<file path="src/logic/axi_pkg.sv">
package axi_pkg;

    // AXI3 field widths
    typedef logic [3:0]  axi_id_t;
    typedef logic [31:0] axi_addr_t;
    typedef logic [3:0]  axi_len_t;
    typedef logic [2:0]  axi_size_t;
    typedef logic [1:0]  axi_burst_t;
    typedef logic [1:0]  axi_resp_t;
    typedef logic [31:0] axi_data_t;

    localparam axi_burst_t BURST_FIXED = 2'd0;
    localparam axi_burst_t BURST_INCR  = 2'd1;
    localparam axi_burst_t BURST_WRAP  = 2'd2;

    // Ordered by severity, so a larger code is a worse response
    localparam axi_resp_t RESP_OKAY   = 2'd0;
    localparam axi_resp_t RESP_EXOKAY = 2'd1;
    localparam axi_resp_t RESP_SLVERR = 2'd2;
    localparam axi_resp_t RESP_DECERR = 2'd3;

    // Largest beat is 4 bytes
    localparam axi_size_t MAX_SIZE = 3'd2;

    // Read request, also the AR channel payload
    typedef struct packed {
        axi_id_t    id;
        axi_addr_t  addr;
        axi_len_t   len;
        axi_size_t  size;
        axi_burst_t burst;
    } ar_req_t;

    // One beat on the R channel
    typedef struct packed {
        axi_id_t   id;
        axi_data_t data;
        axi_resp_t resp;
        logic      last;
    } r_beat_t;

endpackage
</file>
<file path="src/logic/ar_issue.sv">
`timescale 1ns/1ps

module ar_issue (
    input  logic             clk,
    input  logic             rst_n,
    input  axi_pkg::ar_req_t req_i,
    input  logic             req_valid_i,
    input  logic             arready_i,
    input  logic             burst_end_i,
    output axi_pkg::ar_req_t ar_o,
    output logic             arvalid_o,
    output logic             busy_o,
    output logic             reject_o,
    output axi_pkg::ar_req_t setup_o,
    output logic             load_o
);
    import axi_pkg::*;

    typedef enum logic [1:0] {
        AR_IDLE,
        AR_VALID,
        AR_WAIT_DATA
    } ar_state_e;

    ar_state_e state_q;
    ar_req_t   req_q;
    logic      req_take;
    logic      size_ok;

    // Strobes are only taken while idle
    assign req_take = req_valid_i && (state_q == AR_IDLE);
    assign size_ok  = (req_i.size <= MAX_SIZE);

    always_ff @(posedge clk or negedge rst_n) begin
        if (!rst_n) begin
            state_q  <= AR_IDLE;
            reject_o <= 1'b0;
        end else begin
            reject_o <= req_take && !size_ok;
            case (state_q)
                AR_IDLE: begin
                    if (req_take && size_ok) begin
                        state_q <= AR_VALID;
                    end
                end
                AR_VALID: begin
                    if (arready_i) begin
                        state_q <= AR_WAIT_DATA;
                    end
                end
                AR_WAIT_DATA: begin
                    if (burst_end_i) begin
                        state_q <= AR_IDLE;
                    end
                end
                default: begin
                    state_q <= AR_IDLE;
                end
            endcase
        end
    end

    always_ff @(posedge clk) begin
        if (req_take && size_ok) begin
            req_q <= req_i;
        end
    end

    assign ar_o      = req_q;
    assign arvalid_o = (state_q == AR_VALID);
    assign busy_o    = (state_q != AR_IDLE);

    // Burst setup goes to the address generator at the AR handshake
    assign setup_o = req_q;
    assign load_o  = arvalid_o && arready_i;

endmodule

</file>
<file path="config.mk">
export PLATFORM = sky130hd
export DESIGN_NAME = ar_issue
export DESIGN_NICKNAME = d
export VERILOG_FILES = /design/src/logic/axi_pkg.sv /design/src/logic/ar_issue.sv
export SDC_FILE = /design/constraint.sdc
export NUM_CORES = 1
export LEC_CHECK = 0
export BUFFER_PORTS_ARGS = -buffer_cell sky130_fd_sc_hd__buf_2
export CAP_MARGIN = 20
export CORE_MARGIN = 2
export CORE_UTILIZATION = 39
export CTS_CLUSTER_SIZE = 24
export DETAILED_ROUTE_END_ITERATION = 7
export PLACE_DENSITY = 0.81
export SYNTH_ARGS = -nofsm -noshare
export SYNTH_HDL_FRONTEND = slang
export SYNTH_SLANG_ARGS = --single-unit
</file>
<file path="constraint.sdc">
create_clock -name clk -period 2.4 [get_ports clk]
set_input_delay 0.12 -clock clk [delete_from_list [all_inputs] [get_ports clk]]
set_output_delay 0.12 -clock clk [all_outputs]
set_load 0.02 [all_outputs]
</file>
Word level (Yosys, flattened, before mapping)
Index checks and enable logic that the tools add are counted.
{ "totals": {"ff_bits": 48, "input_bits": 50, "output_inout_bits": 94, "wordCells": 25} }
{ "op_classes": {"n_lt_le_gt_ge": 1, "eq_ne": 5, "mux": 4, "n_reduce_logical": 8} }
{ "ops": {"columns": ["operator", "count"], "rows": [
  ["2-bit two-way mux", 3],
  ["2-bit case mux with 3 select lines", 1],
  ["1-bit logical AND", 4],
  ["2-bit inequality test (second input constant)", 2],
  ["3-bit by 2-bit <= comparator with 1-bit output (second input constant)", 1],
  ["3-bit AND reduction", 1],
  ["2-bit by 1-bit == test with 1-bit output (second input constant)", 1],
  ["2-bit == test (second input constant)", 1],
  ["2-bit zero test", 1],
  ["2-bit by 1-bit inequality test with 1-bit output (second input constant)", 1],
  ["2-bit nonzero test", 1],
  ["1-bit zero test", 1]
]} }

Depth between registers and ports, before layout
{ "logic_depth": {"word_depth": 5, "mapped_depth": 3, "mapped_depth_nobuf": 3} }

Worst setup path after synthesis
Ideal clock, no wire load.
{ "synth_path": {"path_kind": "register to register", "from": "register state_q[0]", "to": "register req_q, in the netlist ar_o[0] (enable)", "setup_ns": 0.407, "arrival_ns": 1.676, "required_ns": 1.993, "setup_slack_ns": 0.317, "path_stages_with_launch": 3, "path_buffers": 0, "period_less_slack_ns": 2.083, "cell_sequence": "dfrtp_1 -> nor2_1 -> and3_1"} }
{ "synth_between": {"elab_chain_cells": 3} }
{ "synth_lines": {"columns": ["element", "line", "source"], "rows": [
  ["from (decl)", "ar_issue.sv:25", "ar_state_e state_q;"],
  ["from (signal assigned)", "ar_issue.sv:36", "state_q <= AR_IDLE;"],
  ["from (signal assigned)", "ar_issue.sv:43", "state_q <= AR_VALID;"],
  ["from (signal assigned)", "ar_issue.sv:48", "state_q <= AR_WAIT_DATA;"],
  ["2-bit zero test", "ar_issue.sv:31", "assign req_take = req_valid_i && (state_q == AR_IDLE);"],
  ["1-bit logical AND", "ar_issue.sv:31", null],
  ["1-bit logical AND", "ar_issue.sv:64", "if (req_take && size_ok) begin"],
  ["to (signal assigned)", "ar_issue.sv:65", "req_q <= req_i;"],
  ["to (decl)", "ar_issue.sv:26", "ar_req_t req_q;"]
]} }
Every way passes these cells.
A chain may end at the register's enable or synchronous reset.

Worst setup path in the final report
{ "layout_path": {"from": "input req_i[3] (netlist bit)", "to": "register req_q, in the netlist ar_o[17] (enable)"} }
{ "layout_between": {"elab_chain_cells": 2} }
{ "layout_lines": {"columns": ["element", "line", "source"], "rows": [
  ["from (decl)", "ar_issue.sv:6", "input axi_pkg::ar_req_t req_i,"],
  ["3-bit by 2-bit <= comparator with 1-bit output", "ar_issue.sv:32", "assign size_ok = (req_i.size <= MAX_SIZE);"],
  ["1-bit logical AND", "ar_issue.sv:64", null]
]} }
Every way passes these cells.

==> results.cfg <==
[status]
outcome = completed

[floorplan]
core_um2 = 4444
die_w_um = 72.61
io_pins = 144
dieHeight_um = 72.61
start_util_pct = 41.30
rows = 24
die_area_um2 = 5271

[sta]
hold_viol_final = 0
period_share_pct = 75.66
clock_skew_ps = 6.636
setup_tns_ps = 0
holdWs_ps = 13.94
timing.fmax_mhz = 550.7
maxSlewHeadroom_pct = 65.01
slew_viol_final = 0
max_slew.worst_pin.slew_ps = 524.9
finalCriticalPeriod_ps = 1816
rsz0062_at_grt = no
setup_violations = 0

[pwr]
vdd_drop_max_uv = 342.4
p_leak_nw = 1.284
p_per_area_nw_per_um2 = 639.7

[synthesis]
synth_edf_count = 45
synth.avg_cell_area_um2 = 17.65
yosysWarnings = 0
synth_seq_cells = 48
synth_cell_types = 12
netlist_instances = 104
syn_nets = 154
synth_async_sr_flop_share_pct = 6.250
synth_seq_area_share_pct = 77.71
synth_area_um2 = 1836
synthDominantCellAreaShare_pct = 73.62
synth_common_cells = buf_4, edfxtp_1, dfrtp_1
synth_top_area_cell = edfxtp_1
synthTopCellsByArea = edfxtp_1, buf_4, dfrtp_1
synth_ff_type = edfxtp_1

[routing]
antenna_left = 0
drc_errors = 0
dr.pass1.iters = 4
viasPerCell = 4.382
wl_per_cell_um = 15.64
wl_mm = 4.756
drt_iter0_markers = 65
via_count = 1332

[clock_tree]
holdBufCountCts = 37
cts.htree.levels = 2
cts_tree = done
cts_buffers = 5
clkTransAtPathRegs_ps = 80
clock_latency_ps = 290
cts_buffer_depth = 2
cts_setup_buffers = 0
clock_sinks = 48
cts_root_buf = clkbuf_8
cts_resized = 0

[global_routing]
grt_use_total_pct = 17.49
grt_pass1_vias = 1287
antenna_found_initial = 0
overflow = 0
grt_pass1_wl_mm = 6.561
grt_max_degree = 25

[min_path]
hold_class = in2reg

[final_layout]
layout-drive-gt1-share_pct = 60.32
fillCellCount = 348
regArea_um2 = 1426
area_growth_pct = 52.08
antenna_cells = 0
nets = 301
multi_input_area_um2 = 65.06

[placement]
dp_hpwl_mm = 3.093
place.gp.congestion = 0.6822
io_buffers = 143

[worst_setup_path]
startpoint = req_i[3]
cp.arrival_ps = 1820
r2r_slack_ps = 720
cpMaxStageDelayCell = and3_2
crit_chain = dlygate4sd3_1, buf_2, a21oi_1, and3_2, buf_12
crit_path_end = ar_o[17]
worst_path_largest_cell_delay_ps = 570
r2r_end = ar_o[17]
critPathLaunchType = primary input
r2r-start = state_q[0]
reg2reg_depth = 3
cp_max_fo = 24
criticalPathCategory = in2reg
critPathRequiredTime_ps = 2410
cp-end-kind = register

[run]
max_cap_viol_count = 0
==> per-layer routing <==
metal  GRT usage, %  routed length [µm]  vias to the layer above
met5              0                   0                        -
met4          4.938                  50                        0
met3          5.939                 467                        7
met2          34.85                2730                       93
met1          16.59                1508                      620
li1               -                   -                      612
==> power by group <==
part / leakage, nW / switching [W] / internal (W) / total [W]
sequential: 0.453 / 0.0000238 / 0.000975 / 0.000999
combinational: 0.788 / 0.000198 / 0.000143 / 0.000342
clock: 0.0422 / 0.000241 / 0.000204 / 0.000445
==> area by class of cell <==
| class | instances | area share (%) |
|---|---|---|
| flip-flops and latches | 48 | 51.10 |
| clock buffers | 7 | 2.734 |
| multi-input cells | 9 | 2.331 |
| clock inverters | 1 | 0.1793 |
| repair buffers | 185 | 41.06 |
| inverters | 2 | 0.2689 |
| well taps | 52 | 2.331 |
==> critical path: cells and delay by family <==
family,cells,cell delay (ps)
AO/OA/AOI/OAI,1,220
buffers and inverters,3,900
AND/OR/NAND/NOR,1,570
==> layout by cell type (no fill, tap or decap), drive strengths merged <==
master / netlist / routed
a32o: 1 / 1
dlygate4sd3: 0 / 41
clkinv: 0 / 1
and3: 1 / 1
and2b: 1 / 1
a21oi: 1 / 1
nor3b: 2 / 2
nor2: 1 / 1
dfrtp: 3 / 3
and3b: 1 / 1
inv: 2 / 2
or2: 1 / 1
buf: 45 / 144
edfxtp: 45 / 45
clkbuf: 0 / 7
==> per-stage QoR <==
step                      setup slack (ps)  power [W]  util, %  cell area, µm²  instances
after floorplan                      316.8   0.001216        -            1836        104
after global placement               738.7   0.001298    51.75            2300        255
after detailed placement             696.3   0.001306    51.75            2300        255
after CTS                            694.4   0.001800    61.91            2751        300
after global routing                 471.7   0.001875    62.81            2791        304
final                                584.3   0.001786    62.81            2791        304
==> worst min path at each step <==
stage,from,end,slack [ps],cells past startpoint
3_3_place_gp,rst_n,reject_o,-80,1
5_1_grt,req_i[2],ar_o[2],4,1
6_report,req_i[4],ar_o[4],10,1
3_5_place_dp,rst_n,state_q[0],-80,1
4_1_cts,req_i[19],ar_o[19],1,1
2_1_floorplan,rst_n,reject_o,-180,0
==> flip-flops by register name, indices dropped and copies added (netlist names) <==
register,cells
state_q,2
reject_o,1
ar_o,45
==> kinds of logic after synthesis <==
family | synth area share (%)
DFF | 77.71
buffers and inverters | 18.81
and+or+nand+nor | 2.659
AOI/OAI and AO/OA | 0.8178
No activity file was read; power rests on OpenSTA's default activity.
