## config.mk

```make
export PLATFORM = sky130hd
export DESIGN_NAME = burst_addr_gen
export DESIGN_NICKNAME = d
export VERILOG_FILES = /design/src/logic/axi_pkg.sv /design/src/logic/mem_pkg.sv /design/src/logic/burst_addr_gen.sv
export SDC_FILE = /design/constraint.sdc
export NUM_CORES = 1
export LEC_CHECK = 0
export BUFFER_PORTS_ARGS = -buffer_cell sky130_fd_sc_hd__buf_2
export CAP_MARGIN = 20
export CORE_UTILIZATION = 45
export CTS_CLUSTER_SIZE = 16
export DETAILED_ROUTE_END_ITERATION = 8
export PLACE_DENSITY = 0.72
export SKIP_CTS_REPAIR_TIMING = 1
export SYNTH_ARGS = -nofsm -noshare
export SYNTH_HDL_FRONTEND = slang
export SYNTH_SLANG_ARGS = --single-unit
```

## constraint.sdc

```tcl
create_clock -name clk -period 8.65 [get_ports clk]
set_input_delay 0.4325 -clock clk [delete_from_list [all_inputs] [get_ports clk]]
set_output_delay 0.4325 -clock clk [all_outputs]
set_load 0.02 [all_outputs]
```

## src/logic/axi_pkg.sv

```systemverilog
package axi_pkg;

    // AXI3 field widths
    typedef logic [3:0]  axi_id_t;
    typedef logic [31:0] axi_addr_t;
    typedef logic [3:0]  axi_len_t;
    typedef logic [2:0]  axi_size_t;
    typedef logic [1:0]  axi_burst_t;
    typedef logic [1:0]  axi_resp_t;
    typedef logic [31:0] axi_data_t;

    localparam axi_burst_t BURST_FIXED = 2'd0;
    localparam axi_burst_t BURST_INCR  = 2'd1;
    localparam axi_burst_t BURST_WRAP  = 2'd2;

    // Ordered by severity, so a larger code is a worse response
    localparam axi_resp_t RESP_OKAY   = 2'd0;
    localparam axi_resp_t RESP_EXOKAY = 2'd1;
    localparam axi_resp_t RESP_SLVERR = 2'd2;
    localparam axi_resp_t RESP_DECERR = 2'd3;

    // Largest beat is 4 bytes
    localparam axi_size_t MAX_SIZE = 3'd2;

    // Read request, also the AR channel payload
    typedef struct packed {
        axi_id_t    id;
        axi_addr_t  addr;
        axi_len_t   len;
        axi_size_t  size;
        axi_burst_t burst;
    } ar_req_t;

    // One beat on the R channel
    typedef struct packed {
        axi_id_t   id;
        axi_data_t data;
        axi_resp_t resp;
        logic      last;
    } r_beat_t;

endpackage
```

## src/logic/mem_pkg.sv

```systemverilog
package mem_pkg;

    typedef logic [7:0] byte_t;

    // 4 KB local memory by default
    localparam int MEM_AW_DEF = 12;

    // One beat's write into the local memory
    typedef struct packed {
        logic [MEM_AW_DEF-1:0] addr;
        axi_pkg::axi_data_t    data;
        axi_pkg::axi_size_t    size;
    } mem_wr_t;

endpackage

```

## src/logic/burst_addr_gen.sv

```systemverilog
`timescale 1ns/1ps

module burst_addr_gen #(
    parameter int MEM_AW = mem_pkg::MEM_AW_DEF
) (
    input  logic               clk,
    input  logic               rst_n,
    input  axi_pkg::ar_req_t   setup_i,
    input  logic               load_i,
    input  logic               beat_take_i,
    input  axi_pkg::axi_data_t beat_data_i,
    output mem_pkg::mem_wr_t   wr_o
);
    import axi_pkg::*;
    import mem_pkg::*;

    axi_addr_t         addr_q;
    axi_addr_t         low_q;
    axi_addr_t         mask_q;
    axi_size_t         size_q;
    axi_burst_t        burst_q;
    logic              wrap_ok;
    axi_addr_t         boundary;
    axi_addr_t         step;
    axi_addr_t         next_addr;
    logic [MEM_AW-1:0] local_addr;

    // Wrapping needs 2, 4, 8 or 16 beats
    assign wrap_ok  = setup_i.len inside {4'd1, 4'd3, 4'd7, 4'd15};
    assign boundary = (axi_addr_t'(setup_i.len) + 32'd1) << setup_i.size;

    assign step = axi_addr_t'(1) << size_q;

    always_comb begin
        case (burst_q)
            BURST_FIXED: next_addr = addr_q;
            BURST_WRAP:  next_addr = low_q + ((addr_q + step - low_q) & mask_q);
            default:     next_addr = addr_q + step;
        endcase
    end

    always_ff @(posedge clk or negedge rst_n) begin
        if (!rst_n) begin
            addr_q  <= '0;
            low_q   <= '0;
            mask_q  <= '0;
            size_q  <= '0;
            burst_q <= BURST_INCR;
        end else if (load_i) begin
            addr_q <= setup_i.addr;
            low_q  <= setup_i.addr & ~(boundary - 32'd1);
            mask_q <= boundary - 32'd1;
            size_q <= setup_i.size;
            if (setup_i.burst == BURST_WRAP && !wrap_ok) begin
                burst_q <= BURST_INCR;
            end else begin
                burst_q <= setup_i.burst;
            end
        end else if (beat_take_i) begin
            addr_q <= next_addr;
        end
    end

    // Local address is the beat address modulo the memory size
    assign local_addr = addr_q[MEM_AW-1:0];

    always_comb begin
        wr_o.addr = MEM_AW_DEF'(local_addr);
        wr_o.data = beat_data_i;
        wr_o.size = size_q;
    end

endmodule

```

## After elaboration in Yosys (flattened, before gate mapping)

Cells that the tools add are included.

- Register bits after elaboration: 101
- Input port bits: 81
- Output and inout port bits: 47
- Word-level logic and storage cells: 32

- Add/subtract/negate cells: 5
- Equality and inequality tests: 7
- Shift-type cells: 2
- Mux-type cells: 4
- Bitwise logic cells: 3
- Reductions and logical operators: 6

Operator list:

| kind | number |
|---|---|
| 32-bit adder | 2 |
| 32-bit AND | 2 |
| 32-bit two-way mux | 2 |
| 32-bit case mux with 2 select lines | 1 |
| 32-bit inverter | 1 |
| 1-bit by 3-bit << shifter with 32-bit output (first input constant) | 1 |
| 5-bit by 3-bit << shifter with 32-bit output | 1 |
| 32-bit by 1-bit subtractor with 32-bit output (second input constant) | 1 |
| 32-bit subtractor | 1 |
| 4-bit by 1-bit adder with 5-bit output (second input constant) | 1 |
| 2-bit == test (second input constant) | 2 |
| 4-bit by 1-bit == test with 1-bit output (second input constant) | 1 |
| 4-bit by 2-bit == test with 1-bit output (second input constant) | 1 |
| 4-bit by 3-bit == test with 1-bit output (second input constant) | 1 |
| 4-bit == test (second input constant) | 1 |
| 4-bit nonzero test | 1 |
| 2-bit logical NOT | 1 |
| 2-bit two-way mux | 1 |
| 2-bit inequality test (second input constant) | 1 |
| 2-bit AND reduction | 1 |
| 2-bit nonzero test | 1 |
| 1-bit logical AND | 1 |
| 1-bit logical NOT | 1 |

## Longest topological paths before layout

- Depth after elaboration: 8
- Depth in mapped cells: 25
- Depth with buffers taken out: 24

## Worst setup path before layout

Ideal clock, no wire load.

- Kind: register -> register
- Start point: reg size_q[0]
- End point: reg addr_q[11]
- Library setup time: 0.077 ns
- Arrival: 4.627 ns
- Data required time: 8.573 ns
- Slack: 3.947 ns
- Stages on the path, launching flop included: 23
- Path buffers: 1
- Period minus slack after synthesis: 4.703 ns
- Cell sequence: dfrtp_1 > clkbuf_1 > nor3b_1 > ha_1 > a211oi_1 > o21bai_1 > a21oi_1 > xnor2_1 > ha_1 > or3_1 > o21ai_0 > nand2b_1 > xor2_1 > and2_1 > ha_1 > or2_2 > a21oi_1 > a31oi_1 > a31oi_1 > xor2_1 > mux2i_1 > nor2b_1 > o21ai_1

- Word-level cells in the longest chain between the ends: 8

RTL lines:

| item | line | text |
|---|---|---|
| from (decl) | burst_addr_gen.sv:20 | `axi_size_t size_q;` |
| from (signal assigned) | burst_addr_gen.sv:53 | `size_q <= setup_i.size;` |
| 1-bit by 3-bit << shifter with 32-bit output * | burst_addr_gen.sv:32 | `assign step = axi_addr_t'(1) << size_q;` |
| 32-bit adder * | burst_addr_gen.sv:37, burst_addr_gen.sv:38 |  |
| 32-bit subtractor | burst_addr_gen.sv:37 | `BURST_WRAP: next_addr = low_q + ((addr_q + step - low_q) & mask_q);` |
| 32-bit AND | burst_addr_gen.sv:37 |  |
| 32-bit adder | burst_addr_gen.sv:37 |  |
| 32-bit case mux with 2 select lines * | burst_addr_gen.sv:35 | `case (burst_q)` |
| 32-bit two-way mux * | burst_addr_gen.sv:59 | `end else if (beat_take_i) begin` |
| 32-bit two-way mux * | burst_addr_gen.sv:49 | `end else if (load_i) begin` |
| to (signal assigned) | burst_addr_gen.sv:50 | `addr_q <= setup_i.addr;` |
| to (signal assigned) | burst_addr_gen.sv:60 | `addr_q <= next_addr;` |
| to (decl) | burst_addr_gen.sv:17 | `axi_addr_t addr_q;` |

Mark *: on every way between the ends. The rest lies on a longest branch, timed or not. The select of a mux whose other input is x is not followed.
A chain may end at the register's enable or synchronous reset.

## Worst setup path in the final report

- Start point: reg size_q[1]
- End point: reg addr_q[11]

The elaborated chain is that of the path after synthesis.

==> results.yml <==
placement:
  hpwl_um: 7010
  dp_cells: 583
  io_buffers: 39
  globalplace.congestion: 0.844
  placed_cell_area_um2: 3960
min_path:
  holdCritPathClass: "in2async"
routing:
  drt-total-wl_um: 9090
  wl_per_cell_um: 15.4
  ant_nets: 0
  wl_met3_um: 473
  drc: 0
  drtIter0Drc: 172
  top_layer: "met4"
  met2WireLength_um: 4320
  vias_per_cell: 5.72
  num_vias: 3380
  firstDrtPassIters: 5
  wirelength_met1_um: 4060
worst_setup_path:
  regToRegSetupSlack_ns: 3.37
  crit_buf_inv: 0
  cp-end-kind: "flip-flop"
  slowest_stage: "dfrtp_1"
  required_ns: 8.89
  startpoint_type: "flip-flop"
  critical_path_class: "reg2reg"
  path_delay_family: "compound AO/OA/AOI/OAI gates"
  crit_fanout: 10
  reg2reg_depth: 24
  worstPathArrival_ns: 5.51
  cp.depth: 24
  path_cells: "nor3_1 -> ha_1 -> fa_1 -> a21o_1 -> a21oi_1 -> o21bai_1 -> a21oi_1 -> xnor2_1 -> ha_1 -> o21ai_0 -> nor2_1 -> o21ai_0 -> nand2b_1 -> xor2_1 -> and2_1 -> ha_1 -> or2_2 -> a21oi_1 -> a31oi_1 -> a31oi_1 -> xor2_1 -> mux2i_1 -> nor2b_1 -> o21ai_1"
  slowest_delay_ns: 0.55
clock_network:
  htree_num_levels: 2
  cts_buffers: 5
  cts.reportedPaths.clkPinSlew_ns: 0.09
  cts_sinks: 41
  clk_latency_ns: 0.30
  cts_tree: "done"
  cts_max_path_buffers: 2
  cts_root_buf: "clkbuf_8"
status:
  outcome: "complete, no violations"
layout:
  antenna_cells: 0
  final_area_um2: 4050
  finalNetCount: 601
  finalNonFillerCells: 591
  final_layout_size_suffix_gt1_share_pct: 13.4
  final_util_pct: 48.6
  areaGrowthSynthToFinish_pct: 2.93
yosys:
  yosys_register_bits: 41
  syn-cell-area_um2: 3940
  synth_cell_types: 57
  synth_area_leaders: "dfrtp_1 (25%), ha_1 (10%), buf_4 (6.1%)"
  synthCells: 488
  yosysWarnings: 0
  synth_edf_count: 0
  synth_nets: 604
  syn_avg_cell_area_um2: 8.06
  ys.flop_type: "dfrtp_1"
  yosys.area.top_type: "dfrtp_1"
  synth_top_area_share_pct: 25.4
  yosysSeqAreaShare_pct: 26.1
  synthArstFlopShare_pct: 100
power:
  total_power_w: 0.000835
  power_density_nw_per_um2: 206
  peakVddDrop_mv: 0.0782
  leakage_nw: 1.88
sta:
  period_minus_slack_ns: 5.28
  finalHoldViolCount: 0
  worst_slew_pin_slew_ns: 0.949
  setup_viol: 0
  relSlewSlack_pct: 36.8
  fin_tns_setup_ns: 0
  fin_crit_sh_pct: 61.0
  fin_skew_ns: 0.00517
  fmax_mhz: 190
  rsz0062_at_grt: "false"
  slew_violations: 0
floorplanning:
  die_h_um: 95.5
  core_um2: 8340
  die_area_um2: 9120
  ios: 128
  rows: 33
  initial_core_util_pct: 47.2
  die_x_um: 95.5
global_routing:
  grt_pass1_vias: 3327
  grt_pass1_wl_um: 15500
  track_usage_pct: 21.7
  antenna_found_initial: 0
  grt.overflow.total: 0
  grt_max_degree: 67
flow_run:
  cap_violations: 0
-- kinds of logic (layout without fill, tap and decap cells) --
family,after synthesis,count (layout),synth area share [%]
AO/OA/AOI/OAI,127,127,19.1
adder cells (fa/ha/maj),35,35,11.7
AND/OR/NAND/NOR,157,157,20.4
XOR/XNOR,34,34,7.57
buffers and inverters,77,75,10.5
flip-flops,41,41,26.1
multiplexers,17,17,4.61
-- synthesized netlist by cell type, types with 2 or more instances --
cell type  instances
nand2_1           43
dfrtp_1           40
nor2_1            39
a21oi_1           34
buf_4             32
ha_1              32
inv_1             26
o21ai_0           26
xnor2_1           23
o21ai_1           18
clkbuf_1          16
nor2b_1           13
nor3_1            11
xor2_1            11
mux2_2             9
o22ai_1            9
a21o_1             8
a31oi_1            8
mux2i_1            8
nand3_1            8
nand2b_1           7
and3_1             6
and2_1             5
nor3b_1            5
a211oi_1           3
fa_1               3
nand3b_1           3
nand4b_1           3
o21bai_1           3
o31ai_1            3
or3_1              3
a22oi_1            2
and3b_1            2
buf_2              2
or2_2              2
-- routing by layer --
layer / GRT usage [%] / up-vias
met1: 27.4 / 1611
met3: 2.79 / 19
met2: 37.3 / 86
met4: 8.96 / 0
li1: - / 1664
met5: 0 / -
-- through the flow --
stage | worst slack [ns] | hold WS (ns)
floorplan | 3.95 | 0.137
global placement | 3.57 | 0.485
detailed placement | 3.45 | 0.491
CTS | 3.41 | 0.306
global route | 2.97 | 0.340
finish | 3.37 | 0.269
-- placed cells by master, fill, tap and decap left out, drive strengths merged, types with 5 or more instances in the layout --
cell type  netlist  layout
nand2           43      43
nor3            11      11
mux2i            8       8
o22ai            9       9
and3             7       7
a31oi            8       8
buf             35      41
nor2b           13      13
nand3            9       9
xor2            11      11
ha              32      32
a21o             8       8
mux2             9       9
a21oi           34      34
clkbuf          16       6
inv             26      26
xnor2           23      23
o21ai           44      44
nand2b           8       8
and2             5       5
nor2            39      39
dfrtp           40      40
nor3b            6       6
-- worst paths after layout --
kind,start,end
max in group asynchronous,rst_n,addr_q[10]
max,size_q[1],addr_q[11]
min,rst_n,addr_q[2]
min in group clk,setup_i[16],addr_q[7]
min reg2reg,mask_q[7],mask_q[7]
max reg2reg,size_q[1],addr_q[11]
-- sequential cells by signal, indices dropped and copies added (netlist names) --
name	cells
addr_q	12
burst_q	2
low_q	12
mask_q	12
size_q	3
-- report_power, final --
part           total [W]  internal, W  switching, W  leakage (nW)
sequential      0.000246     0.000219     0.0000266         0.497
combinational   0.000457     0.000206      0.000251          1.35
clock           0.000132    0.0000570     0.0000754        0.0374
total           0.000835     0.000482      0.000353          1.88
-- layout make-up --
| cell class | instances | area, µm² |
|---|---|---|
| Timing Repair Buffer | 41 | 210 |
| Tap cell | 105 | 131 |
| Clock inverter | 2 | 15.0 |
| Sequential cell | 41 | 1030 |
| Multi-Input combinational cell | 370 | 2500 |
| Fill cell | 838 | 4290 |
| Inverter | 26 | 97.6 |
| Clock buffer | 6 | 72.6 |
No activity file was read; power rests on OpenSTA's default activity.
