`config.mk`:
```
export PLATFORM = sky130hd
export DESIGN_NAME = r_beat_ctrl
export DESIGN_NICKNAME = d
export VERILOG_FILES = /design/src/logic/axi_pkg.sv /design/src/logic/r_beat_ctrl.sv
export SDC_FILE = /design/constraint.sdc
export NUM_CORES = 1
export LEC_CHECK = 0
export BUFFER_PORTS_ARGS = -buffer_cell sky130_fd_sc_hd__buf_2
export CORE_MARGIN = 10
export CORE_UTILIZATION = 35
export CTS_BUF_LIST = sky130_fd_sc_hd__clkbuf_4 sky130_fd_sc_hd__clkbuf_8
export DETAILED_ROUTE_END_ITERATION = 12
export PLACE_DENSITY = 0.86
export SLEW_MARGIN = 20
export SYNTH_ARGS = -nofsm -noshare
export SYNTH_HDL_FRONTEND = slang
export SYNTH_SLANG_ARGS = --single-unit
```
`constraint.sdc`:
```
create_clock -name clk -period 3.15 [get_ports clk]
set_input_delay 0 -clock clk [delete_from_list [all_inputs] [get_ports clk]]
set_output_delay 0 -clock clk [all_outputs]
set_load 0.02 [all_outputs]
```
`src/logic/axi_pkg.sv`:
```
package axi_pkg;

    // AXI3 field widths
    typedef logic [3:0]  axi_id_t;
    typedef logic [31:0] axi_addr_t;
    typedef logic [3:0]  axi_len_t;
    typedef logic [2:0]  axi_size_t;
    typedef logic [1:0]  axi_burst_t;
    typedef logic [1:0]  axi_resp_t;
    typedef logic [31:0] axi_data_t;

    localparam axi_burst_t BURST_FIXED = 2'd0;
    localparam axi_burst_t BURST_INCR  = 2'd1;
    localparam axi_burst_t BURST_WRAP  = 2'd2;

    // Ordered by severity, so a larger code is a worse response
    localparam axi_resp_t RESP_OKAY   = 2'd0;
    localparam axi_resp_t RESP_EXOKAY = 2'd1;
    localparam axi_resp_t RESP_SLVERR = 2'd2;
    localparam axi_resp_t RESP_DECERR = 2'd3;

    // Largest beat is 4 bytes
    localparam axi_size_t MAX_SIZE = 3'd2;

    // Read request, also the AR channel payload
    typedef struct packed {
        axi_id_t    id;
        axi_addr_t  addr;
        axi_len_t   len;
        axi_size_t  size;
        axi_burst_t burst;
    } ar_req_t;

    // One beat on the R channel
    typedef struct packed {
        axi_id_t   id;
        axi_data_t data;
        axi_resp_t resp;
        logic      last;
    } r_beat_t;

endpackage
```
`src/logic/r_beat_ctrl.sv`:
```
`timescale 1ns/1ps

module r_beat_ctrl (
    input  logic               clk,
    input  logic               rst_n,
    input  axi_pkg::r_beat_t   rbeat_i,
    input  logic               rvalid_i,
    input  logic               reject_i,
    output logic               rready_o,
    output logic               beat_take_o,
    output logic               burst_end_o,
    output axi_pkg::axi_data_t beat_data_o,
    output logic               done_o,
    output axi_pkg::axi_resp_t resp_o
);
    import axi_pkg::*;

    typedef enum logic [1:0] {
        R_WAIT,
        R_ACCEPT,
        R_GAP
    } r_state_e;

    r_state_e  state_q;
    axi_resp_t worst_q;
    axi_resp_t worst_next;

    always_ff @(posedge clk or negedge rst_n) begin
        if (!rst_n) begin
            state_q <= R_WAIT;
        end else begin
            case (state_q)
                R_WAIT: begin
                    if (rvalid_i) begin
                        state_q <= R_ACCEPT;
                    end
                end
                R_ACCEPT: begin
                    state_q <= R_GAP;
                end
                default: begin
                    state_q <= R_WAIT;
                end
            endcase
        end
    end

    // RREADY is a single-cycle pulse, one cycle after RVALID is seen
    assign rready_o    = (state_q == R_ACCEPT);
    assign beat_take_o = rready_o && rvalid_i;
    assign burst_end_o = beat_take_o && rbeat_i.last;
    assign beat_data_o = rbeat_i.data;

    assign worst_next = (rbeat_i.resp > worst_q) ? rbeat_i.resp : worst_q;

    always_ff @(posedge clk or negedge rst_n) begin
        if (!rst_n) begin
            worst_q <= RESP_OKAY;
            done_o  <= 1'b0;
            resp_o  <= RESP_OKAY;
        end else begin
            done_o <= burst_end_o || reject_i;
            if (reject_i) begin
                resp_o <= RESP_SLVERR;
            end
            if (beat_take_o) begin
                if (rbeat_i.last) begin
                    // Restart accumulation for the next burst
                    worst_q <= RESP_OKAY;
                    resp_o  <= worst_next;
                end else begin
                    worst_q <= worst_next;
                end
            end
        end
    end

endmodule

```
# Word level (Yosys, flattened, before mapping)
# Index checks and enable logic that the tools add are counted.
# Widths: inputs -> output; s select.
# word_totals
mem_bits_rw	0
romBits	0
reg_bits	7
word_cells	18
latch_bits	0
n_memories	0
inputBits	43
out_inout_bits	38
# classes
reduce_logical	4
n_addsub	0
magnitude_cmp	1
muxes	7
multipliers	0
div	0
bitwise_logic	0
shifts	0
n_eq_ne	2
# op_table
cell	n
$mux 2	6
$pmux 2 s2	1
$eq 2x1->1 const B	1
$gt 2x2->1	1
$logic_and 1x1->1	2
$logic_not 2->1	1
$ne 2x2->1 const B	1
$logic_or 1x1->1	1

# Depth between registers and ports, before layout
# Gate-level depths: netlist of the first run.
# logic_depth
depth_word	4
depth_mapped	5
ltp_nobuf	5

# Least setup slack after synthesis of the first run
# Ideal clock, no wire load.
# synth_path
path_kind	flip-flop to flip-flop
startpoint	register worst_q[1]
endpoint	register resp_o[0]
setup_ns	0.137
synth_period_minus_slack_ns	1.347
slack_ns	1.803
arrival_time_ns	1.209
path_stages_with_launch	6
path_buffers	0
path_cell_list	dfrtp_1 inv_1 ha_1 mux2_4 a221oi_4 a22oi_1
# synth_between
elab_chain_cells	4
# synth_lines
item	line_no	source
start: declaration	r_beat_ctrl.sv:25	axi_resp_t worst_q;
start signal: assignment	r_beat_ctrl.sv:72	worst_q <= worst_next;
$gt 2x2->1	r_beat_ctrl.sv:54	assign worst_next = (rbeat_i.resp > worst_q) ? rbeat_i.resp : worst_q;
$mux 2	r_beat_ctrl.sv:54	
$mux 2	r_beat_ctrl.sv:67	if (rbeat_i.last) begin
$mux 2	r_beat_ctrl.sv:66	if (beat_take_o) begin
end signal: assignment	r_beat_ctrl.sv:70	resp_o <= worst_next;
end: declaration	r_beat_ctrl.sv:14	output axi_pkg::axi_resp_t resp_o
# Every way passes these cells.
# A chain may end at the register's enable or synchronous reset.

# Final worst setup path of the first run
# Same ends and word-level chain as after synthesis.

==> impl_metrics.py, run 1 <==
metrics = {
    "placed_design": {
        "hpwl_um": 968,
        "gp_congestion": 0.749,
        "port_buffers": 12,
        "place_ws_ns": 1.70,
    },
    "power_and_ir_drop": {
        "cellLeakagePower_nw": 0.282,
        "powerDensity_nw_per_um2": 629,
        "ir_drop_mv": 0.357,
    },
    "critical_path": {
        "worstPathArrival_ns": 1.57,
        "r2r_slack_ns": 1.70,
        "startpoint_type": "register",
        "crit_start": "worst_q[1]",
        "cp.required_ns": 3.27,
        "critical_path_class": "register to register",
        "r2r_start": "worst_q[1]",
        "path_max_fanout": 3,
        "r2r_end": "resp_o[0]",
        "r2r_cells": 5,
        "setup.worst_path.end": "resp_o[0]",
        "critPathCaptureType": "register",
    },
    "timing": {
        "setup_slack_ns": 1.70,
        "hold_slack_ns": 0.00000758,
        "clock_skew_ns": 0.00145,
        "rsz0062_at_grt": "no",
        "finalSetupViolCount": 0,
        "max_freq_mhz": 688,
        "post-route-min-period_ns": 1.45,
        "finalHoldViolations": 0,
        "setup_tns_ns": 0,
        "tightest_slew_ns": 0.273,
        "slew_headroom_pct": 81.7,
        "finalCritPeriodShare_pct": 46.2,
        "finalMaxSlewViolations": 0,
    },
    "synth": {
        "synth-seq-cells": 7,
        "synthMuxAreaShare_pct": 2.30,
        "synth_top_area_cell": "buf_4",
        "syn_avg_cell_area_um2": 9.45,
        "synth.area.top_cells": "buf_4 (37%), dfrtp_1 (27%), ha_1 (5.8%)",
        "yosys.area_share.xor_xnor_pct": 0,
        "synth-async-reset-ratio_pct": 100,
        "yosysSeqAreaShare_pct": 26.9,
        "syn-cell-area_um2": 652,
        "synth_top_family_by_area": "buffers and inverters",
        "synth_edf_count": 0,
        "synth.top_cell.area_share_pct": 36.9,
        "synth_compound_area_share_pct": 9.02,
        "synth_fa_ha_area_share_pct": 5.76,
        "ys_warn_count": 0,
        "synth_ff_type": "dfrtp_1",
        "syn_inst": 69,
        "syn_nets": 115,
        "synthSimpleGateAreaFrac_pct": 16.3,
        "ys_types": 21,
    },
    "cells_and_area": {
        "nets": 102,
        "drive_above_1_share_pct": 36.4,
        "diodes": 0,
        "area_growth_pct": -15.2,
    },
    "grt": {
        "first_global_vias": 391,
        "antenna_found_initial": 0,
        "grt_start_max_net_pins": 8,
        "grt_pass1_wl_um": 2000,
        "grt_usage_pct": 6.31,
        "grt.overflow.total": 0,
    },
    "clocking": {
        "cts_resized": 0,
        "cts_max_level": 1,
        "root_buffer": "clkbuf_4",
        "ctsHoldBuffers": 2,
        "clk_latency_ns": 0.25,
        "cts_buffer_depth": 2,
        "numClockSinks": 7,
        "cts_buffers": 3,
        "postCtsSetupRepairBufs": 0,
        "cts_tree": "done",
        "clkTransAtPathRegs_ns": 0.05,
    },
    "route": {
        "drt-total-wl_um": 1180,
        "wire_per_inst_um": 14.8,
        "first_pass_iters": 4,
        "drt_iter0_markers": 7,
        "drc": 0,
        "postRouteAntennaNets": 0,
        "vias": 377,
        "viasPerCell": 4.71,
    },
    "floorplanning": {
        "die_x_um": 63.2,
        "die_area_um2": 3990,
        "initial_core_util_pct": 37.3,
        "ios": 81,
        "core_area_um2": 1750,
        "rows": 15,
        "die_h_um": 63.2,
    },
    "worst_hold_path": {
        "hold_path_class": "input port to primary output",
    },
    "run_status": {
        "status": "completed",
    },
    "flow_run": {
        "cap_violations": 0,
    },
}
==> kinds of logic (layout without fill, tap and decap cells) <==
| family | count (synthesis) | in the layout |
|---|---|---|
| adder cells (fa/ha/maj) | 3 | 3 |
| flip-flops | 7 | 7 |
| buffers and inverters | 37 | 23 |
| AO/OA/AOI/OAI | 7 | 7 |
| multiplexers | 1 | 1 |
| AND/OR/NAND/NOR | 14 | 14 |
==> cell usage in the layout (no fill, tap or decap), drive strengths merged, types with 2 or more instances in the layout <==
master	netlist	final
nor3	2	2
inv	5	5
clkbuf	0	4
dlygate4sd3	0	2
ha	3	3
nand2b	2	2
nor2b	2	2
dfrtp	7	7
and3b	2	2
buf	32	12
o21ai	4	4
==> sequential cells by signal (all words and copies together) (netlist names) <==
register and count:
worst_q 2, resp_o 2, state_q 2, done_o 1
==> stage by stage <==
step	instance area, um^2	instances	power (W)	util [%]
final	553	80	0.000348	31.7
after CTS	553	80	0.000354	31.7
after floorplan	652	69	0.000286	-
after detailed placement	503	74	0.000257	28.8
after global placement	503	74	0.000250	28.8
after global routing	553	80	0.000380	31.7
==> synth_stat cells (2+ instances only) <==
cell type	instances
buf_4	32
nand2b_1	2
nor2b_1	2
inv_1	5
o21ai_0	3
ha_1	3
nor3_1	2
dfrtp_1	7
==> area by class of cell <==
cell class	instances	area [um^2]
timing repair buffer	14	80.1
tap	25	31.3
clock buffer	4	30.0
sequential	7	175
fill	187	1190
multi-input combinational	25	218
inverter	5	18.8
==> where the power goes <==
| group | internal [W] | switching, W |
|---|---|---|
| clock network | 0.0000571 | 0.0000354 |
| logic | 0.0000669 | 0.0000678 |
| registers | 0.000107 | 0.0000136 |
==> metal layers <==
| metal | track usage (%) | routed length, um | share of wire, % |
|---|---|---|---|
| met1 | 5.38 | 399 | 34 |
| met2 | 8.63 | 547 | 46 |
| met3 | 7.07 | 219 | 18 |
| met4 | 3.91 | 17 | 1.4 |
| met5 | 0 | 0 | 0 |
==> worst max-delay path: stages (launching register included) <==
cell	delay (ns)
dfrtp_1	0.36
inv_1	0.09
ha_1	0.20
mux2_4	0.32
a221oi_4	0.24
a22oi_1	0.10
==> how the worst min path moves through the flow <==
stage                                 end        start  cells after the start
after floorplan                    done_o        rst_n                      0
after global placement             done_o        rst_n                      1
after detailed placement        resp_o[0]        rst_n                      1
after CTS                  beat_data_o[0]   rbeat_i[3]                      0
after global routing      beat_data_o[11]  rbeat_i[14]                      0
final                     beat_data_o[22]  rbeat_i[25]                      0
(Power assumes the default switching activity.)
==> inputs of run 2 (changes only) <==
--- a/config.mk
+++ b/config.mk
@@ -5,12 +5,13 @@
 export SDC_FILE = /design/constraint.sdc
 export NUM_CORES = 1
 export LEC_CHECK = 0
+export ABC_AREA = 1
 export BUFFER_PORTS_ARGS = -buffer_cell sky130_fd_sc_hd__buf_2
 export CORE_MARGIN = 10
-export CORE_UTILIZATION = 35
+export CORE_UTILIZATION = 29
 export CTS_BUF_LIST = sky130_fd_sc_hd__clkbuf_4 sky130_fd_sc_hd__clkbuf_8
 export DETAILED_ROUTE_END_ITERATION = 12
-export PLACE_DENSITY = 0.86
+export PLACE_DENSITY = 0.78
 export SLEW_MARGIN = 20
 export SYNTH_ARGS = -nofsm -noshare
 export SYNTH_HDL_FRONTEND = slang
==> constraint.sdc (replaced) <==
create_clock -name clk -period 1.2 [get_ports clk]
set_input_delay 0 -clock clk [delete_from_list [all_inputs] [get_ports clk]]
set_output_delay 0 -clock clk [all_outputs]
set_load 0.02 [all_outputs]
==> run 2 against run 1 <==
- synthesized cell count up 13%
- maximum frequency rose by 26%
- count of clock-buffer cells in the layout did not move
- via count up 4.8%
- routed wire length down 1.7%
- flip-flop and latch count unchanged
- largest cell class unchanged
==> impl_metrics.py, run 2 <==
metrics = {
    "clocking": {
        "numClockSinks": 7,
        "clk_latency_ns": 0.25,
        "cts_buffers": 3,
        "cts_tree": "done",
        "clkTransAtPathRegs_ns": 0.05,
        "cts_max_level": 1,
        "root_buffer": "clkbuf_4",
        "cts_buffer_depth": 2,
    },
    "critical_path": {
        "r2r_slack_ns": 0.04,
        "worstPathArrival_ns": 1.30,
        "cp.required_ns": 1.34,
        "critPathMaxStageDelay_ns": 0.37,
        "crit_chain": "inv_2 > ha_4 > o21ai_2 > nand3_1 > nand3_1 > nand2_1",
        "critical_path_cell_count": 6,
        "critical_path_class": "register to register",
        "cpMaxStageDelayCell": "dfrtp_1",
        "startpoint_type": "register",
        "cp_common_cell": "nand3_1",
        "path_buf_inv": 1,
        "path_delay_family": "flip-flops",
        "path_max_fanout": 2,
        "critPathCaptureType": "register",
        "r2r_cells": 6,
    },
    "synth": {
        "synth.area.top_cells": "buf_4 (39%), dfrtp_1 (28%), inv_1 (6.7%)",
        "synth-async-reset-ratio_pct": 100,
        "synth.top_cell.area_share_pct": 38.9,
        "synth_top_family_by_area": "buffers and inverters",
        "syn_nets": 124,
        "synth-seq-cells": 7,
        "syn_avg_cell_area_um2": 7.91,
        "synth_most_common_cell": "buf_4",
        "syn-cell-area_um2": 617,
        "netlist_top_cells_count": "buf_4 (32), inv_1 (11), nand2_1 (8), dfrtp_1 (7)",
        "ys_types": 14,
        "yosysSeqAreaShare_pct": 28.4,
        "synth_fa_ha_area_share_pct": 6.09,
        "yosys.area_share.xor_xnor_pct": 0,
        "synth_ff_type": "dfrtp_1",
        "synth_compound_area_share_pct": 1.62,
        "synth_top_area_cell": "buf_4",
        "synth_edf_count": 0,
        "ys_warn_count": 0,
        "synthMuxAreaShare_pct": 0,
        "synthSimpleGateAreaFrac_pct": 17.0,
        "syn_inst": 78,
    },
    "floorplanning": {
        "core_area_um2": 2000,
        "ios": 81,
        "die_x_um": 66.1,
        "die_h_um": 66.1,
        "rows": 16,
        "die_area_um2": 4370,
        "initial_core_util_pct": 30.8,
    },
    "route": {
        "postRouteAntennaNets": 0,
        "vias": 395,
        "drc": 0,
        "drt_iter0_markers": 9,
        "drt-total-wl_um": 1160,
        "wire_per_inst_um": 12.5,
        "viasPerCell": 4.25,
        "first_pass_iters": 4,
    },
    "cells_and_area": {
        "fill_cells": 219,
        "nets": 113,
        "diodes": 0,
        "utilization_pct": 28.4,
        "final_common_cell": "buf_2",
        "top_regs": "resp_o: 2 flops, state_q: 2 flops, worst_q: 2 flops",
        "drive_above_1_share_pct": 39.4,
        "final_cell_mix": "buf_2 (11), inv_1 (10), nand2_1 (8)",
        "area_growth_pct": -7.71,
    },
    "timing": {
        "post-route-min-period_ns": 1.16,
        "finalCritPeriodShare_pct": 96.6,
        "setup_slack_ns": 0.0413,
        "clock_skew_ns": 0.00447,
        "finalSetupViolCount": 0,
        "setup_tns_ns": 0,
        "rsz0062_at_grt": "yes",
        "hold_slack_ns": 0.00000775,
        "tightest_slew_ns": 0.182,
        "max_freq_mhz": 863,
        "finalHoldViolations": 0,
        "slew_headroom_pct": 87.8,
        "finalMaxSlewViolations": 0,
    },
    "grt": {
        "antenna_found_initial": 0,
        "grt.overflow.total": 0,
        "grt_pass1_wl_um": 1920,
        "first_global_vias": 431,
        "grt_start_max_net_pins": 8,
        "grt_usage_pct": 5.72,
    },
    "worst_hold_path": {
        "hold_path_class": "input port to primary output",
        "whs_path_depth": 0,
    },
    "power_and_ir_drop": {
        "ir_drop_mv": 0.461,
        "cellLeakagePower_nw": 0.306,
        "powerDensity_nw_per_um2": 1500,
    },
    "placed_design": {
        "port_buffers": 12,
        "hpwl_um": 934,
        "place_ws_ns": -0.0892,
        "gp_congestion": 0.845,
    },
    "flow_run": {
        "cap_violations": 0,
    },
    "run_status": {
        "status": "completed",
    },
}
==> run 2: power breakdown <==
part	switching, W	internal, W
logic	0.000169	0.000135
registers	0.0000325	0.000278
clock network	0.0000867	0.000149
==> run 2: final cells by class <==
type                            count  area [um^2]  share of cell area, %
Sequential cell                     7          175                   30.8
Clock buffer                        4         30.0                   5.27
Timing Repair Buffer               16          105                   18.5
Inverter                           13         48.8                   8.57
Tap cell                           27         33.8                   5.93
Multi-Input combinational cell     26          176                   31.0
==> run 2: per-layer routing <==
metal	share of wire (%)	up-vias	GRT usage, %
met4	5.9	0	4.97
met1	29	164	4.48
met2	43	36	7.78
li1	-	177	-
met3	21	18	6.27
met5	0	-	0
==> run 2: cell families after synthesis <==
kind of cell | after synthesis
compound gates | 2
fa+ha+maj | 3
buf+inv | 45
flops | 7
simple gates | 21
==> run 2: worst paths after layout <==
check / start / to
worst max-delay path: worst_q[1] / worst_q[0]
worst min-delay path: rbeat_i[7] / beat_data_o[4]
worst max register to register: worst_q[1] / worst_q[0]
worst min register to register: state_q[1] / state_q[1]
max in group asynchronous: rst_n / state_q[1]
min in group asynchronous: rst_n / resp_o[1]
==> run 2: repair_timing <==
item / in CTS / in global routing
resized for setup: 2 / 6
hold buffers: 2 / 0
hold endpoints to repair: 9 / 0
setup buffers: 0 / 1
setup endpoints to repair: 2 / 3
pin swaps: 1 / 5
==> run 2: per-stage QoR <==
stage	instance area [um^2]	instances	power [W]
floorplan	617	78	0.000619
global placement	478	86	0.000533
detailed placement	478	86	0.000555
CTS	532	92	0.000816
global route	569	93	0.000934
finish	569	93	0.000851
==> inputs of run 3 (changes only) <==
--- a/config.mk
+++ b/config.mk
@@ -8,10 +8,10 @@
 export ABC_AREA = 1
 export BUFFER_PORTS_ARGS = -buffer_cell sky130_fd_sc_hd__buf_2
 export CORE_MARGIN = 10
-export CORE_UTILIZATION = 29
+export CORE_UTILIZATION = 34
 export CTS_BUF_LIST = sky130_fd_sc_hd__clkbuf_4 sky130_fd_sc_hd__clkbuf_8
 export DETAILED_ROUTE_END_ITERATION = 12
-export PLACE_DENSITY = 0.78
+export PLACE_DENSITY = 0.86
 export SLEW_MARGIN = 20
 export SYNTH_ARGS = -nofsm -noshare
 export SYNTH_HDL_FRONTEND = slang
==> constraint.sdc (replaced) <==
create_clock -name clk -period 1.4 [get_ports clk]
set_input_delay 0 -clock clk [delete_from_list [all_inputs] [get_ports clk]]
set_output_delay 0 -clock clk [all_outputs]
set_load 0.02 [all_outputs]
==> run 3 against run 2 <==
- power fell by 22%
- clock power fell by 14%
- register-to-register slack improved by 0.13 ns
- maximum frequency fell by 5.6%
==> impl_metrics.py, run 3 (synthesis gave the netlist of run 2 again) <==
metrics = {
    "route": {
        "route.met3.wl_um": 222,
        "postRouteAntennaNets": 0,
        "routed-wl-met2_um": 398,
        "drt_iter0_markers": 0,
        "vias": 364,
        "drt-total-wl_um": 987,
        "wire_per_inst_um": 11.1,
        "viasPerCell": 4.09,
        "wl_met1_um": 329,
        "first_pass_iters": 1,
        "top_layer": "met4",
        "drc": 0,
    },
    "timing": {
        "max_freq_mhz": 815,
        "tightest_slew_ns": 0.164,
        "finalHoldViolations": 0,
        "clock_skew_ns": 0.000781,
        "slew_headroom_pct": 89.1,
        "finalMaxSlewViolations": 0,
        "setup_tns_ns": 0,
        "post-route-min-period_ns": 1.23,
        "finalSetupViolCount": 0,
        "rsz0062_at_grt": "no",
        "finalCritPeriodShare_pct": 87.7,
    },
    "critical_path": {
        "critPathCaptureType": "register",
        "critical_path_class": "register to register",
        "critPathMaxStageDelay_ns": 0.36,
        "path_delay_family": "flip-flops",
        "cp.required_ns": 1.54,
        "cp_common_cell": "nand3_1",
        "worstPathArrival_ns": 1.37,
        "path_buf_inv": 1,
        "path_max_fanout": 3,
        "crit_chain": "inv_1 > ha_1 > o21ai_1 > nand3_1 > nand3_1 > nand2_1",
        "startpoint_type": "register",
        "cpMaxStageDelayCell": "dfrtp_1",
    },
    "placed_design": {
        "gp_congestion": 0.794,
        "place_area_um2": 468,
        "port_buffers": 12,
        "hpwl_um": 805,
    },
    "cells_and_area": {
        "regArea_um2": 175,
        "design_area_um2": 518,
        "multi_input_area_um2": 153,
        "final_cell_mix": "buf_2 (12), inv_1 (11), nand2_1 (8)",
        "area_growth_pct": -16.0,
        "top_regs": "resp_o: 2 flops, state_q: 2 flops, worst_q: 2 flops",
        "final_common_cell": "buf_2",
        "fill_cells": 198,
        "drive_above_1_share_pct": 32.8,
        "diodes": 0,
        "nets": 111,
    },
    "floorplanning": {
        "initial_core_util_pct": 35.7,
        "die_x_um": 62.6,
        "ios": 81,
        "core_area_um2": 1730,
        "die_h_um": 62.6,
        "die_area_um2": 3920,
        "rows": 15,
    },
    "clocking": {
        "cts_buffers": 3,
        "numClockSinks": 7,
        "cts_max_level": 1,
        "postCtsSetupRepairBufs": 0,
        "cts_tree": "done",
        "clkTransAtPathRegs_ns": 0.05,
        "cts_buffer_depth": 2,
        "root_buffer": "clkbuf_4",
        "clk_latency_ns": 0.25,
    },
    "grt": {
        "grt_pass1_wl_um": 1640,
        "grt_start_max_net_pins": 8,
        "grt_usage_pct": 5.44,
        "antenna_found_initial": 0,
        "first_global_vias": 379,
        "grt.overflow.total": 0,
    },
    "power_and_ir_drop": {
        "ir_drop_mv": 0.467,
        "switching_share_pct": 33.1,
        "powerDensity_nw_per_um2": 1270,
        "power.share.combinational_pct": 29.4,
        "internal_power_w": 0.000441,
        "p_clk_share_pct": 30.9,
        "pwr-share-seq_pct": 39.6,
        "switching_power_w": 0.000219,
        "cellLeakagePower_nw": 0.294,
    },
    "worst_hold_path": {
        "hold_path_class": "input port to primary output",
    },
    "flow_run": {
        "cap_violations": 0,
    },
    "run_status": {
        "status": "completed",
    },
}
run 3: layout make-up:
| class | instances | share of cell area, % |
|---|---|---|
| clock buffers | 4 | 5.80 |
| inverters | 13 | 9.42 |
| multi-input cells | 26 | 29.5 |
| flip-flops and latches | 7 | 33.8 |
| well taps | 25 | 6.04 |
| repair buffers | 14 | 15.5 |
run 3: power by group through the flow:
stage	Sequential (W)	Combinational, W	Clock [W]
after detailed placement	0.000266	0.000191	0
final	0.000262	0.000194	0.000204
after global routing	0.000267	0.000230	0.000228
after CTS	0.000262	0.000197	0.000214
after floorplan	0.000269	0.000262	0
after global placement	0.000263	0.000178	0
run 3: metal layers:
metal | up-vias | global-route usage (%)
met2 | 19 | 8.08
li1 | 173 | -
met3 | 16 | 6.09
met1 | 156 | 3.73
met5 | - | 0
met4 | 0 | 4.47
run 3: final timing paths:
path | end | cells after the start | start | slack [ns]
max reg2reg | worst_q[0] | 6 | worst_q[1] | 0.17
min | beat_data_o[31] | 0 | rbeat_i[34] | 0.000009
min reg2reg | state_q[0] | 1 | state_q[0] | 0.48
max in group asynchronous | resp_o[0] | 2 | rst_n | 1.14
max | worst_q[0] | 6 | worst_q[1] | 0.17
min in group asynchronous | worst_q[0] | 2 | rst_n | 0.10
run 3: worst register-to-register path, stage by stage (launching register included):
cell	delay (ns)
dfrtp_1	0.36
inv_1	0.09
ha_1	0.24
o21ai_1	0.17
nand3_1	0.11
nand3_1	0.09
nand2_1	0.05
run 3: through the flow:
step,worst slack (ns),hold slack (ns),total power (W),std cells,util (%)
floorplan,0.205,-0.296,0.000531,78,-
global placement,0.140,-0.162,0.000440,83,27.1
detailed placement,0.105,-0.156,0.000457,83,27.1
CTS,0.0959,0.000137,0.000673,89,30.0
global route,0.0384,0.0000278,0.000725,89,30.0
finish,0.172,0.00000883,0.000660,89,30.0
run 3: what timing repair did:
action                     4_1_cts  5_1_grt
gates resized for setup          0        1
hold buffers                     2        0
hold endpoints to repair         9        0
setup endpoints to repair        0        2
